`src/verilog/pipeCtrlPkg.sv`:
```
// shared pipeline-control types and polarity constants
// imported by the arbiter, the stall/flush logic and the register block

package pipeCtrlPkg;

    // number of stages that can raise an exception request
    localparam int numStages = 3;

    // what the arbiter decided this cycle
    typedef enum logic [1:0] {
        excNone      = 2'b00,  // nothing pending
        excException = 2'b01,  // ordinary exception from a stage
        excEret      = 2'b10   // return from exception, behaves like a mem flush
    } excKindT;

    // stage that raised the winning request
    // value doubles as the bit index into excReq
    typedef enum logic [1:0] {
        stageId  = 2'b00,
        stageExe = 2'b01,
        stageMem = 2'b10
    } stageT;

    // active level of the icache/dcache busy lines
    localparam logic cacheBusyLevel = 1'b1;

    // active level of every flush line, exception flushes included
    localparam logic flushActive = 1'b1;

endpackage

```
`src/verilog/csrMapPkg.sv`:
```
// register map of the pipeline-control register block
// word offsets, bus and counter widths, and the exception record layout

package csrMapPkg;

    localparam int wbAdrWidth = 4;   // word offset, no byte lanes
    localparam int wbDatWidth = 32;

    localparam logic [wbAdrWidth-1:0] regAddrCtrl     = 4'h0;  // bit 0 halt
    localparam logic [wbAdrWidth-1:0] regAddrCause    = 4'h1;  // last exception record, ro
    localparam logic [wbAdrWidth-1:0] regAddrStallCnt = 4'h2;  // write clears
    localparam logic [wbAdrWidth-1:0] regAddrFlushCnt = 4'h3;  // write clears

    // stall and flush counter width
    localparam int cntWidth = 32;

    // cause register, same word seen as bus data or as fields
    typedef union packed {
        logic [wbDatWidth-1:0] raw;
        struct packed {
            logic                 valid;  // set by first exception after reset
            pipeCtrlPkg::excKindT kind;
            pipeCtrlPkg::stageT   stage;
            logic [7:0]           count;  // occurrences, wraps at 255
            logic [18:0]          rsvd;   // reads as zero
        } f;
    } excRecordT;

endpackage

```
`src/verilog/excIf.sv`:
```
// exception bundle from the arbiter to its consumers
// source side sits in the arbiter, sink side in the stall/flush logic and registers

`timescale 1ns/1ps

interface excIf;
    import pipeCtrlPkg::*;

    logic    idFlushExc;   // flush of the IF/ID register
    logic    exeFlushExc;  // flush of the ID/EXE register
    logic    memFlushExc;  // flush of the EXE/MEM register
    excKindT excKind;
    stageT   excStage;     // only meaningful when excKind is not none

    modport source (
        output idFlushExc, exeFlushExc, memFlushExc, excKind, excStage
    );

    modport sink (
        input idFlushExc, exeFlushExc, memFlushExc, excKind, excStage
    );

endinterface

```
`src/verilog/exceptionArbiter.sv`:
```
// ranks the stage exception requests and eret, oldest stage first
// the winner sets the per-stage exception flushes and the kind/stage on excIf
// mem covers id/exe/mem, exe covers id/exe, id covers id alone

`timescale 1ns/1ps

module exceptionArbiter (
    input  logic [pipeCtrlPkg::numStages-1:0] excReq,  // bit per stage, indexed by stageT
    input  logic                              eretReq, // eret reaching mem
    excIf.source                              exc
);
    import pipeCtrlPkg::*;

    always_comb begin
        // idle defaults
        exc.idFlushExc  = ~flushActive;
        exc.exeFlushExc = ~flushActive;
        exc.memFlushExc = ~flushActive;
        exc.excKind     = excNone;
        exc.excStage    = stageId;

        if (excReq[stageMem]) begin  // oldest instr wins
            exc.idFlushExc  = flushActive;
            exc.exeFlushExc = flushActive;
            exc.memFlushExc = flushActive;
            exc.excKind     = excException;
            exc.excStage    = stageMem;
        end
        else if (eretReq) begin
            // eret drains everything behind it, same as a mem exception
            exc.idFlushExc  = flushActive;
            exc.exeFlushExc = flushActive;
            exc.memFlushExc = flushActive;
            exc.excKind     = excEret;
            exc.excStage    = stageMem;
        end
        else if (excReq[stageExe]) begin
            exc.idFlushExc  = flushActive;
            exc.exeFlushExc = flushActive;
            exc.excKind     = excException;
            exc.excStage    = stageExe;
        end
        else if (excReq[stageId]) begin
            exc.idFlushExc  = flushActive;  // only the younger IF/ID is killed
            exc.excKind     = excException;
            exc.excStage    = stageId;
        end
    end

    // flushes must nest, mem => exe => id
    always_comb begin
        if (exc.memFlushExc == flushActive) begin
            assert final (exc.exeFlushExc == flushActive)
                else $error("mem exception flush without exe flush");
        end
        if (exc.exeFlushExc == flushActive) begin
            assert final (exc.idFlushExc == flushActive)
                else $error("exe exception flush without id flush");
        end
    end

endmodule

```
`src/verilog/loadUseHazard.sv`:
```
// load-use hazard detect between ID and EXE
// purely combinational, result goes straight to the stall/flush logic

`timescale 1ns/1ps

module loadUseHazard (
    input  logic [4:0] idRs,       // source regs of the instr in ID
    input  logic [4:0] idRt,
    input  logic [4:0] exeDest,    // dest reg of the instr in EXE
    input  logic       exeIsLoad,
    output logic       dataHazard
);

    logic destNonZero;
    logic destMatch;

    always_comb begin
        destNonZero = (exeDest != 5'd0);  // $zero never carries a value
        destMatch   = (exeDest == idRs) || (exeDest == idRt);
        dataHazard  = exeIsLoad && destNonZero && destMatch;

        // a load into $zero must never hold the front end
        if (exeDest == 5'd0) begin
            assert final (!dataHazard)
                else $error("load-use hazard raised on register zero");
        end
    end

endmodule

```
`src/verilog/pipeCtrlRegs.sv`:
```
// Wishbone classic slave with halt, last exception record and stall/flush counters
// ack one clock after cyc&stb, single cycle, no wait states
// halt feeds the freeze path of the stall/flush logic

`timescale 1ns/1ps

module pipeCtrlRegs (
    input  logic                            clk,
    input  logic                            rstN,
    input  logic                            wbCyc,
    input  logic                            wbStb,
    input  logic                            wbWe,
    input  logic [csrMapPkg::wbAdrWidth-1:0] wbAdr,
    input  logic [csrMapPkg::wbDatWidth-1:0] wbDatW,
    output logic [csrMapPkg::wbDatWidth-1:0] wbDatR,
    output logic                            wbAck,
    excIf.sink                              exc,
    input  logic                            stall,     // pcWr low this cycle
    input  logic                            anyFlush,
    output logic                            halt
);
    import pipeCtrlPkg::*;
    import csrMapPkg::*;

    excRecordT           excRec;
    logic [cntWidth-1:0] stallCnt;
    logic [cntWidth-1:0] flushCnt;
    logic                wbReq;
    logic                wrCtrl;
    logic                wrStallCnt;
    logic                wrFlushCnt;

    assign wbReq      = wbCyc && wbStb && !wbAck;  // new access, not the acked one
    assign wrCtrl     = wbReq && wbWe && (wbAdr == regAddrCtrl);
    assign wrStallCnt = wbReq && wbWe && (wbAdr == regAddrStallCnt);
    assign wrFlushCnt = wbReq && wbWe && (wbAdr == regAddrFlushCnt);

    always_ff @(posedge clk) begin
        if (!rstN) begin
            wbAck <= 1'b0;
        end else begin
            wbAck <= wbReq;
        end
    end

    // read data captured with ack, values from before this edge
    always_ff @(posedge clk) begin
        case (wbAdr)
            regAddrCtrl:     wbDatR <= wbDatWidth'(halt);
            regAddrCause:    wbDatR <= excRec.raw;
            regAddrStallCnt: wbDatR <= wbDatWidth'(stallCnt);
            regAddrFlushCnt: wbDatR <= wbDatWidth'(flushCnt);
            default:         wbDatR <= '0;
        endcase
    end

    always_ff @(posedge clk) begin
        if (!rstN) begin
            halt <= 1'b0;
        end else if (wrCtrl) begin
            halt <= wbDatW[0];  // only writable bit
        end
    end

    // last exception, count keeps running across records
    always_ff @(posedge clk) begin
        if (!rstN) begin
            excRec.raw <= '0;
        end else if (exc.excKind != excNone) begin
            excRec.f.valid <= 1'b1;
            excRec.f.kind  <= exc.excKind;
            excRec.f.stage <= exc.excStage;
            excRec.f.count <= excRec.f.count + 8'd1;  // wraps
            excRec.f.rsvd  <= '0;
        end
    end

    always_ff @(posedge clk) begin
        if (!rstN) begin
            stallCnt <= '0;
            flushCnt <= '0;
        end else begin
            if (wrStallCnt)   stallCnt <= '0;  // write of any value clears
            else if (stall)   stallCnt <= stallCnt + 1'b1;
            if (wrFlushCnt)   flushCnt <= '0;
            else if (anyFlush) flushCnt <= flushCnt + 1'b1;
        end
    end

    // single-cycle ack
    ackOnePulse: assert property (@(posedge clk) disable iff (!rstN) wbAck |=> !wbAck)
        else $error("wbAck high two cycles in a row");

endmodule

```
`src/verilog/pipeCtrlTop.sv`:
```
// pipeline-control subsystem top, plain ports only
// hazard detect, exception ranking, stall/flush decision and Wishbone registers

`timescale 1ns/1ps

module pipeCtrlTop (
    input  logic                            clk,
    input  logic                            rstN,
    input  logic [4:0]                      idRs,
    input  logic [4:0]                      idRt,
    input  logic [4:0]                      exeDest,
    input  logic                            exeIsLoad,
    input  logic [pipeCtrlPkg::numStages-1:0] excReq,
    input  logic                            eretReq,
    input  logic                            multDivBusy,
    input  logic                            branchFailed,
    input  logic                            icacheBusy,
    input  logic                            dcacheBusy,
    output logic                            pcWr,
    output logic                            idWr,
    output logic                            exeWr,
    output logic                            memWr,
    output logic                            wbWr,
    output logic                            idFlush,
    output logic                            exeFlush,
    output logic                            memFlush,
    output logic                            memDisWr,
    output logic                            wbDisWr,
    output logic                            hiLoKeep,
    output logic                            icacheFlush,
    output logic                            dcacheFlush,
    input  logic                            wbCyc,
    input  logic                            wbStb,
    input  logic                            wbWe,
    input  logic [csrMapPkg::wbAdrWidth-1:0] wbAdr,
    input  logic [csrMapPkg::wbDatWidth-1:0] wbDatW,
    output logic [csrMapPkg::wbDatWidth-1:0] wbDatR,
    output logic                            wbAck
);

    logic dataHazard;
    logic halt;      // register block -> freeze
    logic stall;     // status back to the counters
    logic anyFlush;

    excIf excBus ();

    loadUseHazard uHazard (
        .idRs(idRs), .idRt(idRt), .exeDest(exeDest), .exeIsLoad(exeIsLoad),
        .dataHazard(dataHazard)
    );

    exceptionArbiter uArb (.excReq(excReq), .eretReq(eretReq), .exc(excBus));

    stallFlushControl uCtrl (
        .exc(excBus), .dataHazard(dataHazard), .multDivBusy(multDivBusy),
        .branchFailed(branchFailed), .icacheBusy(icacheBusy), .dcacheBusy(dcacheBusy),
        .halt(halt), .pcWr(pcWr), .idWr(idWr), .exeWr(exeWr), .memWr(memWr), .wbWr(wbWr),
        .idFlush(idFlush), .exeFlush(exeFlush), .memFlush(memFlush),
        .memDisWr(memDisWr), .wbDisWr(wbDisWr), .hiLoKeep(hiLoKeep),
        .icacheFlush(icacheFlush), .dcacheFlush(dcacheFlush),
        .stall(stall), .anyFlush(anyFlush)
    );

    pipeCtrlRegs uRegs (
        .clk(clk), .rstN(rstN), .wbCyc(wbCyc), .wbStb(wbStb), .wbWe(wbWe),
        .wbAdr(wbAdr), .wbDatW(wbDatW), .wbDatR(wbDatR), .wbAck(wbAck),
        .exc(excBus), .stall(stall), .anyFlush(anyFlush), .halt(halt)
    );

endmodule

```
`src/verilog/stallFlushControl.sv`:
```
// write enables and flushes of the pipeline registers, decided each cycle
// priority: exception, then freeze (cache busy or halt), data hazard,
// branch failure, mult/div busy. All outputs are combinational

`timescale 1ns/1ps

module stallFlushControl (
    excIf.sink   exc,
    input  logic dataHazard,
    input  logic multDivBusy,
    input  logic branchFailed,
    input  logic icacheBusy,
    input  logic dcacheBusy,
    input  logic halt,         // freeze request from the register block
    output logic pcWr,
    output logic idWr,
    output logic exeWr,
    output logic memWr,
    output logic wbWr,
    output logic idFlush,
    output logic exeFlush,
    output logic memFlush,
    output logic memDisWr,     // block regfile write from mem while frozen
    output logic wbDisWr,
    output logic hiLoKeep,
    output logic icacheFlush,
    output logic dcacheFlush,
    output logic stall,        // status back to the counters
    output logic anyFlush
);
    import pipeCtrlPkg::*;

    logic exception;
    logic freeze;
    logic memExc;

    assign exception = (exc.idFlushExc == flushActive);  // every exception kills IF/ID
    assign memExc    = (exc.memFlushExc == flushActive);
    assign freeze    = (icacheBusy == cacheBusyLevel) || (dcacheBusy == cacheBusyLevel) || halt;

    // front end, refetch on exception or mispredict
    always_comb begin
        if (exception)         icacheFlush = flushActive;
        else if (freeze)       icacheFlush = ~flushActive;
        else if (branchFailed) icacheFlush = flushActive;
        else                   icacheFlush = ~flushActive;
    end

    assign dcacheFlush = exception ? flushActive : ~flushActive;

    // pc and IF/ID share the same chain
    always_comb begin
        if (exception)         pcWr = 1'b1;  // must load the vector even under busy
        else if (freeze)       pcWr = 1'b0;
        else if (dataHazard)   pcWr = 1'b0;
        else if (branchFailed) pcWr = 1'b1;  // redirect wins over mult/div
        else                   pcWr = !multDivBusy;
    end

    always_comb begin
        if (exception)         idWr = 1'b1;
        else if (freeze)       idWr = 1'b0;
        else if (dataHazard)   idWr = 1'b0;
        else if (branchFailed) idWr = 1'b1;
        else                   idWr = !multDivBusy;
    end

    always_comb begin
        if (exception)   exeWr = 1'b1;
        else if (freeze) exeWr = 1'b0;
        else             exeWr = !multDivBusy;  // hold the mult/div operands
    end

    // back end only stops for freeze
    assign memWr = exception || !freeze;
    assign wbWr  = exception || !freeze;

    always_comb begin
        if (exc.idFlushExc == flushActive) idFlush = flushActive;
        else if (freeze)                   idFlush = ~flushActive;
        else if (branchFailed)             idFlush = flushActive;  // drop wrong-path fetch
        else                               idFlush = ~flushActive;
    end

    always_comb begin
        if (exc.exeFlushExc == flushActive) exeFlush = flushActive;
        else if (freeze)                    exeFlush = ~flushActive;
        else if (dataHazard)                exeFlush = flushActive;  // bubble behind the load
        else                                exeFlush = ~flushActive;
    end

    assign memFlush = exc.memFlushExc;

    // regfile writes blocked while frozen, unless mem is being flushed anyway
    assign memDisWr = !memExc && freeze;
    assign wbDisWr  = !memExc && freeze;

    assign hiLoKeep = (exc.excKind == excNone);

    assign stall    = !pcWr;
    assign anyFlush = (idFlush == flushActive) || (exeFlush == flushActive)
                   || (memFlush == flushActive) || (icacheFlush == flushActive)
                   || (dcacheFlush == flushActive);

    always_comb begin
        // frozen pipe without exception keeps every stage register
        if (freeze && !exception) begin
            assert final (!pcWr && !idWr && !exeWr && !memWr && !wbWr)
                else $error("stage register written during freeze");
        end
        // refetch only on exception or mispredict
        if (icacheFlush == flushActive) begin
            assert final (exception || branchFailed)
                else $error("icache flush without exception or branch failure");
        end
    end

endmodule
```
`config.mk`:
```
export PLATFORM = sky130hd
export DESIGN_NAME = pipeCtrlTop
export DESIGN_NICKNAME = d
export VERILOG_FILES = /design/src/verilog/pipeCtrlPkg.sv /design/src/verilog/csrMapPkg.sv /design/src/verilog/excIf.sv /design/src/verilog/exceptionArbiter.sv /design/src/verilog/loadUseHazard.sv /design/src/verilog/pipeCtrlRegs.sv /design/src/verilog/pipeCtrlTop.sv /design/src/verilog/stallFlushControl.sv
export SDC_FILE = /design/constraint.sdc
export NUM_CORES = 1
export LEC_CHECK = 0
export ABC_CLOCK_PERIOD_IN_PS = 5550
export BUFFER_PORTS_ARGS = -buffer_cell sky130_fd_sc_hd__buf_2
export CAP_MARGIN = 20
export CORE_MARGIN = 4
export CORE_UTILIZATION = 45
export CTS_CLUSTER_SIZE = 14
export DETAILED_ROUTE_END_ITERATION = 16
export MAX_ROUTING_LAYER = met4
export PLACE_DENSITY_LB_ADDON = 0.2
export SYNTH_ARGS = -nofsm -noshare
export SYNTH_HDL_FRONTEND = slang
export SYNTH_SLANG_ARGS = --single-unit
export TNS_END_PERCENT = 1
```
`constraint.sdc`:
```
create_clock -name clk -period 5.55 [get_ports clk]
set_input_delay 0.8325 -clock clk [delete_from_list [all_inputs] [get_ports clk]]
set_output_delay 0.8325 -clock clk [all_outputs]
set_load 0.005 [all_outputs]
```
==> summary.txt, run 1 <==
Synth
  • Sequential share of the synthesized area: 40.87%
  • Yosys warning total: 0
  • Post-Syn Nets: 677
  • Cell Area, Synth: 0.005436 sq mm
  • Ys async rst share: 0%
  • Synthesized instance count: 609
  • Synth Register Bits: 111
  • Syn Area/Cell: 8.927 sq um
  • Dominant synthesized flop cell: dfxtp_1
  • Post-synth EDFFs: 0
  • Distinct cells, synth: 67

Critical path
  • WP data arrival: 3.41 ns
  • Worst EP required: 5.78 ns
  • CP Capture Type: flop
  • Crit path kind: in -> reg
  • Crit Path Max Fanout: 40
  • CP Launch Type: input port

Timing
  • Min Clock Period, post-route: 3.181 ns
  • Max Freq: 0.3143 GHz
  • Final setup violation count: 0
  • Pins over their slew limit: 0
  • Slack of the critical path: 2.369 ns
  • Final Hold Fails: 0
  • Worst slew margin: 41.58%
  • Setup TNS: 0 ns
  • Worst hold margin: 0.4783 ns
  • RSZ-0062 raised after global routing: no
  • Least-Margin Pin Slew: 0.8763 ns
  • Worst clock skew: 0.008505 ns
  • Final period utilization: 57.32%

Floorplan
  • Full die area: 0.01390 sq mm
  • Core Region: 0.01161 sq mm
  • Die Width: 117.9 um
  • # IOs: 111
  • Initial Util: 46.81%
  • Die height: 117.9 um
  • Site Rows: 39

Clock tree
  • Number of buffers created by CTS: 9
  • CTS tree: done
  • H-tree levels: 3
  • Worst-path clk slew: 0.07 ns
  • Clk Tree Root Cell: clkbuf_16
  • # hold bufs at CTS: 0
  • Clock buffer depth: 2
  • Post-cts resize count: 0
  • CTS sink count: 111
  • Post-CTS setup buffers: 0
  • Clock Latency Late Sink: 0.35 ns

Route
  • Wire per inst: 17.42 um
  • DRT Pass-1 Iters: 5
  • Vias per inst: 5.948
  • Initial DRC Count: 328
  • Total routed wirelength: 14.04 mm
  • Antenna-violating nets left: 0
  • # DRC: 0
  • Vias post-DR: 4794

Global routing
  • Vias in the first global route: 4546
  • Largest net degree at the start of global routing: 41
  • Grt ovf: 0
  • First-pass GRT wire length: 22.76 mm
  • Initial antenna violation count: 0
  • GRT Overall Usage: 20.52%

Cells and area
  • Final instance area: 0.006088 sq mm
  • Layout net count: 727
  • Layout cell share with drive strength beyond 1: 21.27%
  • Number of diodes: 0
  • Area Growth Syn to Fin: 11.99%

Hold path
  • Worst hold path class: reg -> reg

Place
  • Pre-CTS setup slack: 2.005 ns
  • DP HPWL: 10.06 mm
  • IO buf count: 79
  • Post-DP Area: 0.005813 sq mm
  • Final GP Congestion: 0.8512

Status
  • Status: finished, final reports clean

Power and ir drop
  • Pwr dens: 247.8 mW/mm^2
  • LEAKAGE: 2.271 nW
  • Worst VDD drop: 0.2553 mV

Run
  • Max_cap viols: 0
registers in the layout, indices dropped and copies added, names as in the netlist:
| signal | count |
|---|---|
| uRegs.flushCnt | 32 |
| uRegs.excRec | 13 |
| uRegs.stallCnt | 32 |
| uRegs.halt | 1 |
| uRegs.wbAck | 1 |
| uRegs.wbDatR | 32 |
cells by family (layout without fill, tap and decap cells):
family                   after synthesis  count (layout)  share of synthesized area (%)
buffers and inverters                 54             108                          5.178
AO/OA/AOI/OAI                        150             150                          18.73
XOR/XNOR                              19              19                          3.061
flip-flops                           111             111                          40.87
multiplexers                          18              18                          3.613
AND/OR/NAND/NOR                      254             254                          27.85
adder cells (fa/ha/maj)                3               3                         0.6905
metrics by stage:
step	util, %	total power [mW]	std cells
2_1_floorplan	-	0.8939	609
3_3_place_gp	49.96	0.9237	790
3_5_place_dp	50.05	0.9276	791
4_1_cts	52.42	1.527	806
5_1_grt	52.42	1.563	806
6_report	52.42	1.509	806
worst max-delay path, cell delays in order:
cell	delay, ns
buf_2	0.11
nor2_1	0.27
nand2_2	0.46
clkinv_4	0.23
nand2_1	0.14
a31oi_4	0.71
buf_4	0.36
mux2i_1	0.21
nor2_1	0.05
layout make-up:
type	count	area (sq um)
tap	143	178.9
clock inverter	4	32.53
multi-input combinational	444	2937
sequential	111	2222
inverter	9	38.79
timing repair buffer	84	436.7
clock buffer	11	242.7
fill	1113	5525
Yosys cell counts (3+ instances only):
master,instances,area [sq um]
dfxtp_1,111,2222
and3_1,16,100.1
nand2_1,47,176.4
nand4_1,22,137.6
clkbuf_1,23,86.33
and4_1,4,35.03
o31ai_1,15,112.6
nand2b_1,3,18.77
a22oi_1,14,105.1
nor2b_1,3,18.77
or4_1,31,232.7
a22o_1,18,157.7
xnor2_1,16,140.1
o211ai_1,13,97.59
xor2_1,3,26.28
and2_1,12,75.07
o21ai_0,29,145.1
nand3_1,31,155.2
o21ai_1,4,20.02
buf_6,4,45.04
nor3_1,4,20.02
buf_4,6,45.04
inv_1,8,30.03
buf_2,5,25.02
or3_1,23,143.9
ha_1,3,37.54
nor2_1,29,108.9
clkbuf_2,4,20.02
o21a_1,5,37.54
mux2i_1,5,50.05
a21oi_1,41,205.2
mux2_2,13,146.4
path summary, 6_finish.rpt:
kind | start | to | slack, ns | depth (start not counted)
worst max-delay path | excReq[0] | uRegs.flushCnt[1] | 2.37 | 9
worst min register to register | uRegs.excRec[31] | uRegs.excRec[31] | 0.48 | 1
worst min-delay path | uRegs.excRec[31] | uRegs.excRec[31] | 0.48 | 1
worst max register to register | uRegs.stallCnt[2] | uRegs.stallCnt[13] | 3.22 | 5
report_power, final:
part | leakage [nW] | switching [mW] | total, mW | internal (mW)
registers | 0.897 | 0.00983 | 0.814 | 0.804
clock network | 0.128 | 0.284 | 0.600 | 0.316
logic | 1.25 | 0.0585 | 0.0951 | 0.0365
total | 2.27 | 0.352 | 1.51 | 1.16
metal layers:
layer  vias up  GRT usage (%)  routed length, um
li1       2374              -                  -
met1      2272          25.75               6275
met2       128          33.45               6802
met3        20          3.940                694
met4         0          6.520                270
met5         -              -                  0
placed cells by master (no fill, tap or decap), drive strengths merged, types with 23 or more instances in the layout:
master	count
o21ai	33
buf	84
nor2	30
nand2	48
or4	32
nand3	33
or3	24
a21oi	42
nand4	23
dfxtp	111
No activity file was read; power rests on OpenSTA's default activity.
==> inputs of run 2 (changes only) <==
--- a/config.mk
+++ b/config.mk
@@ -5,7 +5,8 @@
 export SDC_FILE = /design/constraint.sdc
 export NUM_CORES = 1
 export LEC_CHECK = 0
-export ABC_CLOCK_PERIOD_IN_PS = 5550
+export ABC_AREA = 1
+export ABC_CLOCK_PERIOD_IN_PS = 2950
 export BUFFER_PORTS_ARGS = -buffer_cell sky130_fd_sc_hd__buf_2
 export CAP_MARGIN = 20
 export CORE_MARGIN = 4
==> constraint.sdc (replaced) <==
create_clock -name clk -period 2.95 [get_ports clk]
set_input_delay 0.4425 -clock clk [delete_from_list [all_inputs] [get_ports clk]]
set_output_delay 0.4425 -clock clk [all_outputs]
set_load 0.005 [all_outputs]
==> run 2 against run 1 <==
  * Combinational power increased by 75%
  * First-iteration DRC count is 81% higher
  * Area after synthesis increased by 9.9%
  * Synthesized cell count rose by 45%
  * Global-route usage is 3.7 points higher
  * Register-to-register slack worse by 2.3 ns
  * Clock-buffer cell count is 1 lower
  * Critical path type is now in -> out
==> summary.txt, run 2 <==
Clock tree
  • CTS sink count: 111
  • Post-cts resize count: 0
  • Worst-path clk slew: 0.07 ns
  • CTS tree: done
  • Post-CTS setup buffers: 0
  • Clock buffer depth: 2
  • Clk Tree Root Cell: clkbuf_16
  • H-tree levels: 3
  • Clock Latency Late Sink: 0.36 ns
  • Number of buffers created by CTS: 9
  • # hold bufs at CTS: 0

Critical path
  • Worst path max stage delay: 0.44 ns
  • CP Launch Type: input port
  • Critical R2R Launch: uRegs.stallCnt[0]
  • Cell repeated most along the worst path: inv_2
  • WP data arrival: 2.12 ns
  • R2R Path End: uRegs.stallCnt[26]
  • Worst EP required: 2.51 ns
  • Worst r2r path cells: 9
  • Crit-path cells: buf_2, inv_2, nand2_4, nor2_8, nand2_2, inv_2, nand3_4, nand2_2, inv_2, buf_2
  • Crit path kind: in -> out
  • R2R setup slack: 0.90 ns
  • Crit path max-delay cell type: nand2_2
  • CP Capture Type: output pin
  • Crit Path Max Fanout: 26

Floorplan
  • Die height: 123.2 um
  • # IOs: 111
  • Initial Util: 46.58%
  • Full die area: 0.01518 sq mm
  • Core Region: 0.01282 sq mm
  • Site Rows: 41
  • Die Width: 123.2 um

Synth
  • Dominant cell by count in the synthesized netlist: nand2_1
  • Sequential share of the synthesized area: 37.20%
  • Yosys warning total: 0
  • Ranking of synthesized cells by area: dfxtp_1 37%, nand2_1 14%, a21oi_1 6.4%
  • Largest area contributor in the synthesized netlist: dfxtp_1
  • Synth Area in XOR/XNOR: 6.891%
  • Ys async rst share: 0%
  • Post-Synth Simple-Gate Area: 33.70%
  • Post-synth EDFFs: 0
  • Compound-Gate Fraction of Synth Area: 11.90%
  • Dominant synthesized flop cell: dfxtp_1
  • Syn Area/Cell: 6.749 sq um
  • Synth Register Bits: 111
  • Cell Area, Synth: 0.005973 sq mm
  • Post-Synth Adder-Cell Area: 0.6284%
  • Distinct cells, synth: 32
  • Mux contribution to synthesized area: 0%
  • Synthesized instance count: 885
  • Post-synth top cells: 230 x nand2_1, 111 x dfxtp_1, 98 x inv_1
  • Main combinational cell family by area after synthesis: simple AND/OR/NAND/NOR gates
  • Area share of the largest cell type after synthesis: 37.20%
  • Post-Syn Nets: 953

Route
  • Wire per inst: 15.37 um
  • Total routed wirelength: 17.27 mm
  • DRT Pass-1 Iters: 5
  • # DRC: 0
  • Antenna-violating nets left: 0
  • Vias per inst: 5.314
  • Initial DRC Count: 593
  • Vias post-DR: 5973

Cells and area
  • Number of diodes: 0
  • Layout cell share with drive strength beyond 1: 12.61%
  • Biggest regs: uRegs.flushCnt (32), uRegs.stallCnt (32), uRegs.wbDatR (32)
  • Area Growth Syn to Fin: 13.32%
  • Layout net count: 1015
  • Multi-input gate area: 0.003173 sq mm
  • Fill count: 1363
  • Most frequent cells in the layout: 230 x nand2_1, 111 x dfxtp_1, 98 x inv_1, 83 x nor2_1, 79 x buf_2
  • Sequential Area: 0.002222 sq mm
  • Commonest non-fill, non-tap cell in the layout: nand2_1

Timing
  • Final Hold Fails: 0
  • Final period utilization: 86.91%
  • Setup TNS: 0 ns
  • Worst slew margin: 39.69%
  • RSZ-0062 raised after global routing: no
  • Max Freq: 0.3900 GHz
  • Slack of the critical path: 0.3860 ns
  • Worst clock skew: 0.007497 ns
  • Min Clock Period, post-route: 2.564 ns
  • Final setup violation count: 0
  • Pins over their slew limit: 0
  • Least-Margin Pin Slew: 0.9046 ns

Hold path
  • HP Start: excReq[2]
  • Worst hold path class: in -> reg
  • Hold Path Sink: uRegs.excRec[30]
  • Hold Path Stages: 2

Run
  • Max_cap viols: 0

Power and ir drop
  • Pwr dens: 437.2 mW/mm^2
  • Worst VDD drop: 0.3146 mV
  • LEAKAGE: 2.590 nW

Global routing
  • Largest net degree at the start of global routing: 35
  • GRT Overall Usage: 24.26%
  • First-pass GRT wire length: 27.94 mm
  • Vias in the first global route: 5416
  • Grt ovf: 0
  • Initial antenna violation count: 0

Place
  • Final GP Congestion: 0.9864
  • DP HPWL: 12.85 mm
  • Pre-CTS setup slack: 0.3801 ns
  • IO buf count: 79

Status
  • Status: finished, final reports clean
-- run 2: cell type report --
| class | instances | share of cell area (%) |
|---|---|---|
| flip-flops and latches | 111 | 32.83 |
| multi-input cells | 633 | 46.88 |
| inverters | 104 | 5.767 |
| clock buffers | 10 | 3.530 |
| well taps | 172 | 3.179 |
| clock inverters | 6 | 0.9797 |
| repair buffers | 88 | 6.839 |
-- run 2: power by group --
part / total (mW) / switching, mW / internal, mW
Combinational: 0.166 / 0.111 / 0.0552
Sequential: 1.52 / 0.0131 / 1.51
Clock: 1.27 / 0.582 / 0.687
Total: 2.96 / 0.705 / 2.25
-- run 2: worst max path at each step --
stage | start | to | slack, ns | cells after the start
4_1_cts | eretReq | pcWr | 0.37 | 10
5_1_grt | eretReq | pcWr | 0.20 | 10
3_3_place_gp | excReq[2] | pcWr | 0.40 | 10
3_5_place_dp | eretReq | pcWr | 0.38 | 10
2_1_floorplan | excReq[2] | pcWr | 0.98 | 11
6_report | eretReq | idWr | 0.39 | 10
-- run 2: kinds of logic (layout without fill, tap and decap cells) --
family | count (synthesis) | count (layout)
XOR/XNOR | 47 | 47
flip-flops | 111 | 111
AND/OR/NAND/NOR | 459 | 459
adder cells (fa/ha/maj) | 3 | 3
buffers and inverters | 141 | 208
AO/OA/AOI/OAI | 124 | 124
-- run 2: worst max-delay path: cells and delay by family --
| family | cells | cell delay (ns) |
|---|---|---|
| buf+inv | 5 | 0.58 |
| simple gates | 5 | 1.07 |
-- run 2: through the flow --
stage                     hold WS, ns  cell area [sq um]  power, mW  utilization [%]  instances
after global routing           0.2635               6769      3.062            52.78       1124
after detailed placement       0.4624               6464      1.725            50.40       1108
final                          0.2630               6769      2.959            52.78       1124
after floorplan                0.4306               5973      1.660                -        885
after global placement         0.4455               6464      1.724            50.40       1108
after CTS                      0.2556               6769      2.982            52.78       1124
-- run 2: layer usage --
layer	track usage (%)	share of wire (%)	up-vias
met3	4.986	7.3	23
met5	-	0	-
met2	35.85	43	240
met4	7.059	2.1	0
met1	33.67	48	2685
li1	-	-	3025
==> inputs of run 3 (changes only) <==
--- a/config.mk
+++ b/config.mk
@@ -10,7 +10,7 @@
 export BUFFER_PORTS_ARGS = -buffer_cell sky130_fd_sc_hd__buf_2
 export CAP_MARGIN = 20
 export CORE_MARGIN = 4
-export CORE_UTILIZATION = 45
+export CORE_UTILIZATION = 40
 export CTS_CLUSTER_SIZE = 14
 export DETAILED_ROUTE_END_ITERATION = 16
 export MAX_ROUTING_LAYER = met4
==> constraint.sdc (replaced) <==
create_clock -name clk -period 2.95 [get_ports clk]
set_input_delay 0.4425 -clock clk [delete_from_list [all_inputs] [get_ports clk]]
set_output_delay 0.4425 -clock clk [all_outputs]
set_load 0.01 [all_outputs]
==> run 3 against run 2 <==
  * Sequential cell count unchanged
  * Setup slack improved by 0.083 ns
  * Die area increased by 12%
  * Clock-buffer cell count decreased by 1
  * Sequential share of layout area decreased by 0.079 points
  * Non-clock buffer count increased by 2
  * First-iteration DRC count decreased by 16%
  * Critical path type is now reg -> out
  * Largest cell class unchanged
  * Highest routed layer unchanged
==> summary.txt, run 3 (same netlist as run 2, synthesis figures left out) <==
Cells and area
  • Number of diodes: 0
  • Most frequent cells in the layout: 230 x nand2_1, 111 x dfxtp_1, 98 x inv_1, 83 x nor2_1, 79 x buf_2
  • Area Growth Syn to Fin: 13.59%
  • Commonest non-fill, non-tap cell in the layout: nand2_1
  • Finished Layout Cells: 1138
  • Layout cell share with drive strength beyond 1: 12.79%
  • Biggest regs: uRegs.flushCnt (32), uRegs.stallCnt (32), uRegs.wbDatR (32)
  • Layout net count: 1017

Power and ir drop
  • Int Power: 2.167 mW
  • Switch share: 25.71%
  • Clock power frac: 41.9%
  • LEAKAGE: 2.592 nW
  • Total Power: 2.916 mW
  • Combinational share of power: 5.8%
  • Pwr dens: 429.8 mW/mm^2
  • Sequential power share: 52.3%
  • Worst VDD drop: 0.3118 mV
  • Switching Power: 0.7497 mW

Timing
  • RSZ-0062 raised after global routing: no
  • Worst slew margin: 34.39%
  • Worst clock skew: 0.006487 ns
  • Least-Margin Pin Slew: 0.9842 ns
  • Max Freq: 0.4031 GHz
  • Final Hold Fails: 0
  • Final setup violation count: 0
  • Setup TNS: 0 ns
  • Min Clock Period, post-route: 2.481 ns
  • Pins over their slew limit: 0
  • Final period utilization: 84.10%

Floorplan
  • # IOs: 111
  • Die Width: 130.2 um
  • Die height: 130.2 um
  • Full die area: 0.01695 sq mm
  • Core Region: 0.01459 sq mm
  • Site Rows: 44
  • Initial Util: 40.94%

Route
  • Initial DRC Count: 499
  • DRT Pass-1 Iters: 6
  • Vias per inst: 5.240
  • Vias post-DR: 5963
  • Total routed wirelength: 17.38 mm
  • Wire per inst: 15.27 um
  • # DRC: 0
  • Antenna-violating nets left: 0

Critical path
  • Buf/Inv on CP: 3
  • Worst path max stage delay: 0.41 ns
  • Crit Path Max Fanout: 20
  • CP Capture Type: output pin
  • CP top delay family: simple AND/OR/NAND/NOR gates
  • Worst EP required: 2.51 ns
  • WP data arrival: 2.04 ns
  • CP Launch Type: flop
  • Crit path kind: reg -> out
  • Crit-path cells: nor3_2, inv_1, o21ai_2, nand2_2, inv_2, buf_2
  • Crit path max-delay cell type: nor3_2

Global routing
  • Grt ovf: 0
  • First-pass GRT wire length: 28.29 mm
  • Largest net degree at the start of global routing: 35
  • GRT Overall Usage: 21.82%
  • Vias in the first global route: 5284
  • Initial antenna violation count: 0

Clock tree
  • Clock Latency Late Sink: 0.36 ns
  • Clock buffer depth: 2
  • Post-CTS setup buffers: 0
  • CTS tree: done
  • Post-cts resize count: 0
  • H-tree levels: 3
  • Number of buffers created by CTS: 9
  • Clk Tree Root Cell: clkbuf_16
  • Worst-path clk slew: 0.08 ns
  • # hold bufs at CTS: 0
  • CTS sink count: 111

Place
  • Final GP Congestion: 0.9065
  • DP HPWL: 12.94 mm
  • IO buf count: 79
  • Post-Place Cells: 1122

Status
  • Status: finished, final reports clean

Hold path
  • Worst hold path class: in -> reg

Run
  • Max_cap viols: 0
## run 3: area by class of cell
type                            count  area (sq um)
Tap cell                          184         230.2
Multi-Input combinational cell    633          3173
Sequential cell                   111          2222
Inverter                          104         390.4
Timing Repair Buffer               90         478.0
Clock inverter                      7         66.31
Clock buffer                        9         225.2
Fill cell                        1543          7804
## run 3: worst register-to-register path: stages, from the launching register on
cell     delay (ns)
dfxtp_1        0.34
inv_1          0.05
nand4_1        0.14
inv_1          0.08
a21oi_1        0.78
inv_2          0.44
a21oi_1        0.26
## run 3: metrics by stage
stage	hold WS (ns)	instance area (sq um)	util [%]	worst slack (ns)
after floorplan	0.4306	5973	-	0.9120
after global placement	0.4509	6494	44.51	0.5703
after detailed placement	0.4554	6494	44.51	0.5180
after global routing	0.2637	6785	46.51	0.2712
after CTS	0.2446	6785	46.51	0.4283
final	0.2582	6785	46.51	0.4690
## run 3: routing by layer
| layer | vias to the layer above | global-route usage (%) | routed length (um) | share of wire [%] |
|---|---|---|---|---|
| met3 | 19 | 4.503 | 1340 | 7.7 |
| li1 | 3035 | - | - | - |
| met4 | 0 | 5.318 | 240 | 1.4 |
| met1 | 2698 | 31.07 | 8434 | 49 |
| met2 | 211 | 31.62 | 7363 | 42 |
| met5 | - | - | 0 | 0 |
## run 3: power by group through the flow
stage	logic (mW)	clock network (mW)	registers [mW]
after CTS	0.171	1.26	1.52
after global routing	0.192	1.32	1.53
final	0.170	1.22	1.52
after detailed placement	0.170	0	1.56
after floorplan	0.106	0	1.56
after global placement	0.169	0	1.56
## run 3: final timing paths
check,startpoint,end,slack [ns],cells past startpoint
min reg2reg,uRegs.excRec[31],uRegs.wbDatR[31],0.47,2
min,excReq[2],uRegs.excRec[30],0.26,2
max,uRegs.halt,pcWr,0.47,6
max reg2reg,uRegs.wbAck,uRegs.stallCnt[22],0.78,6
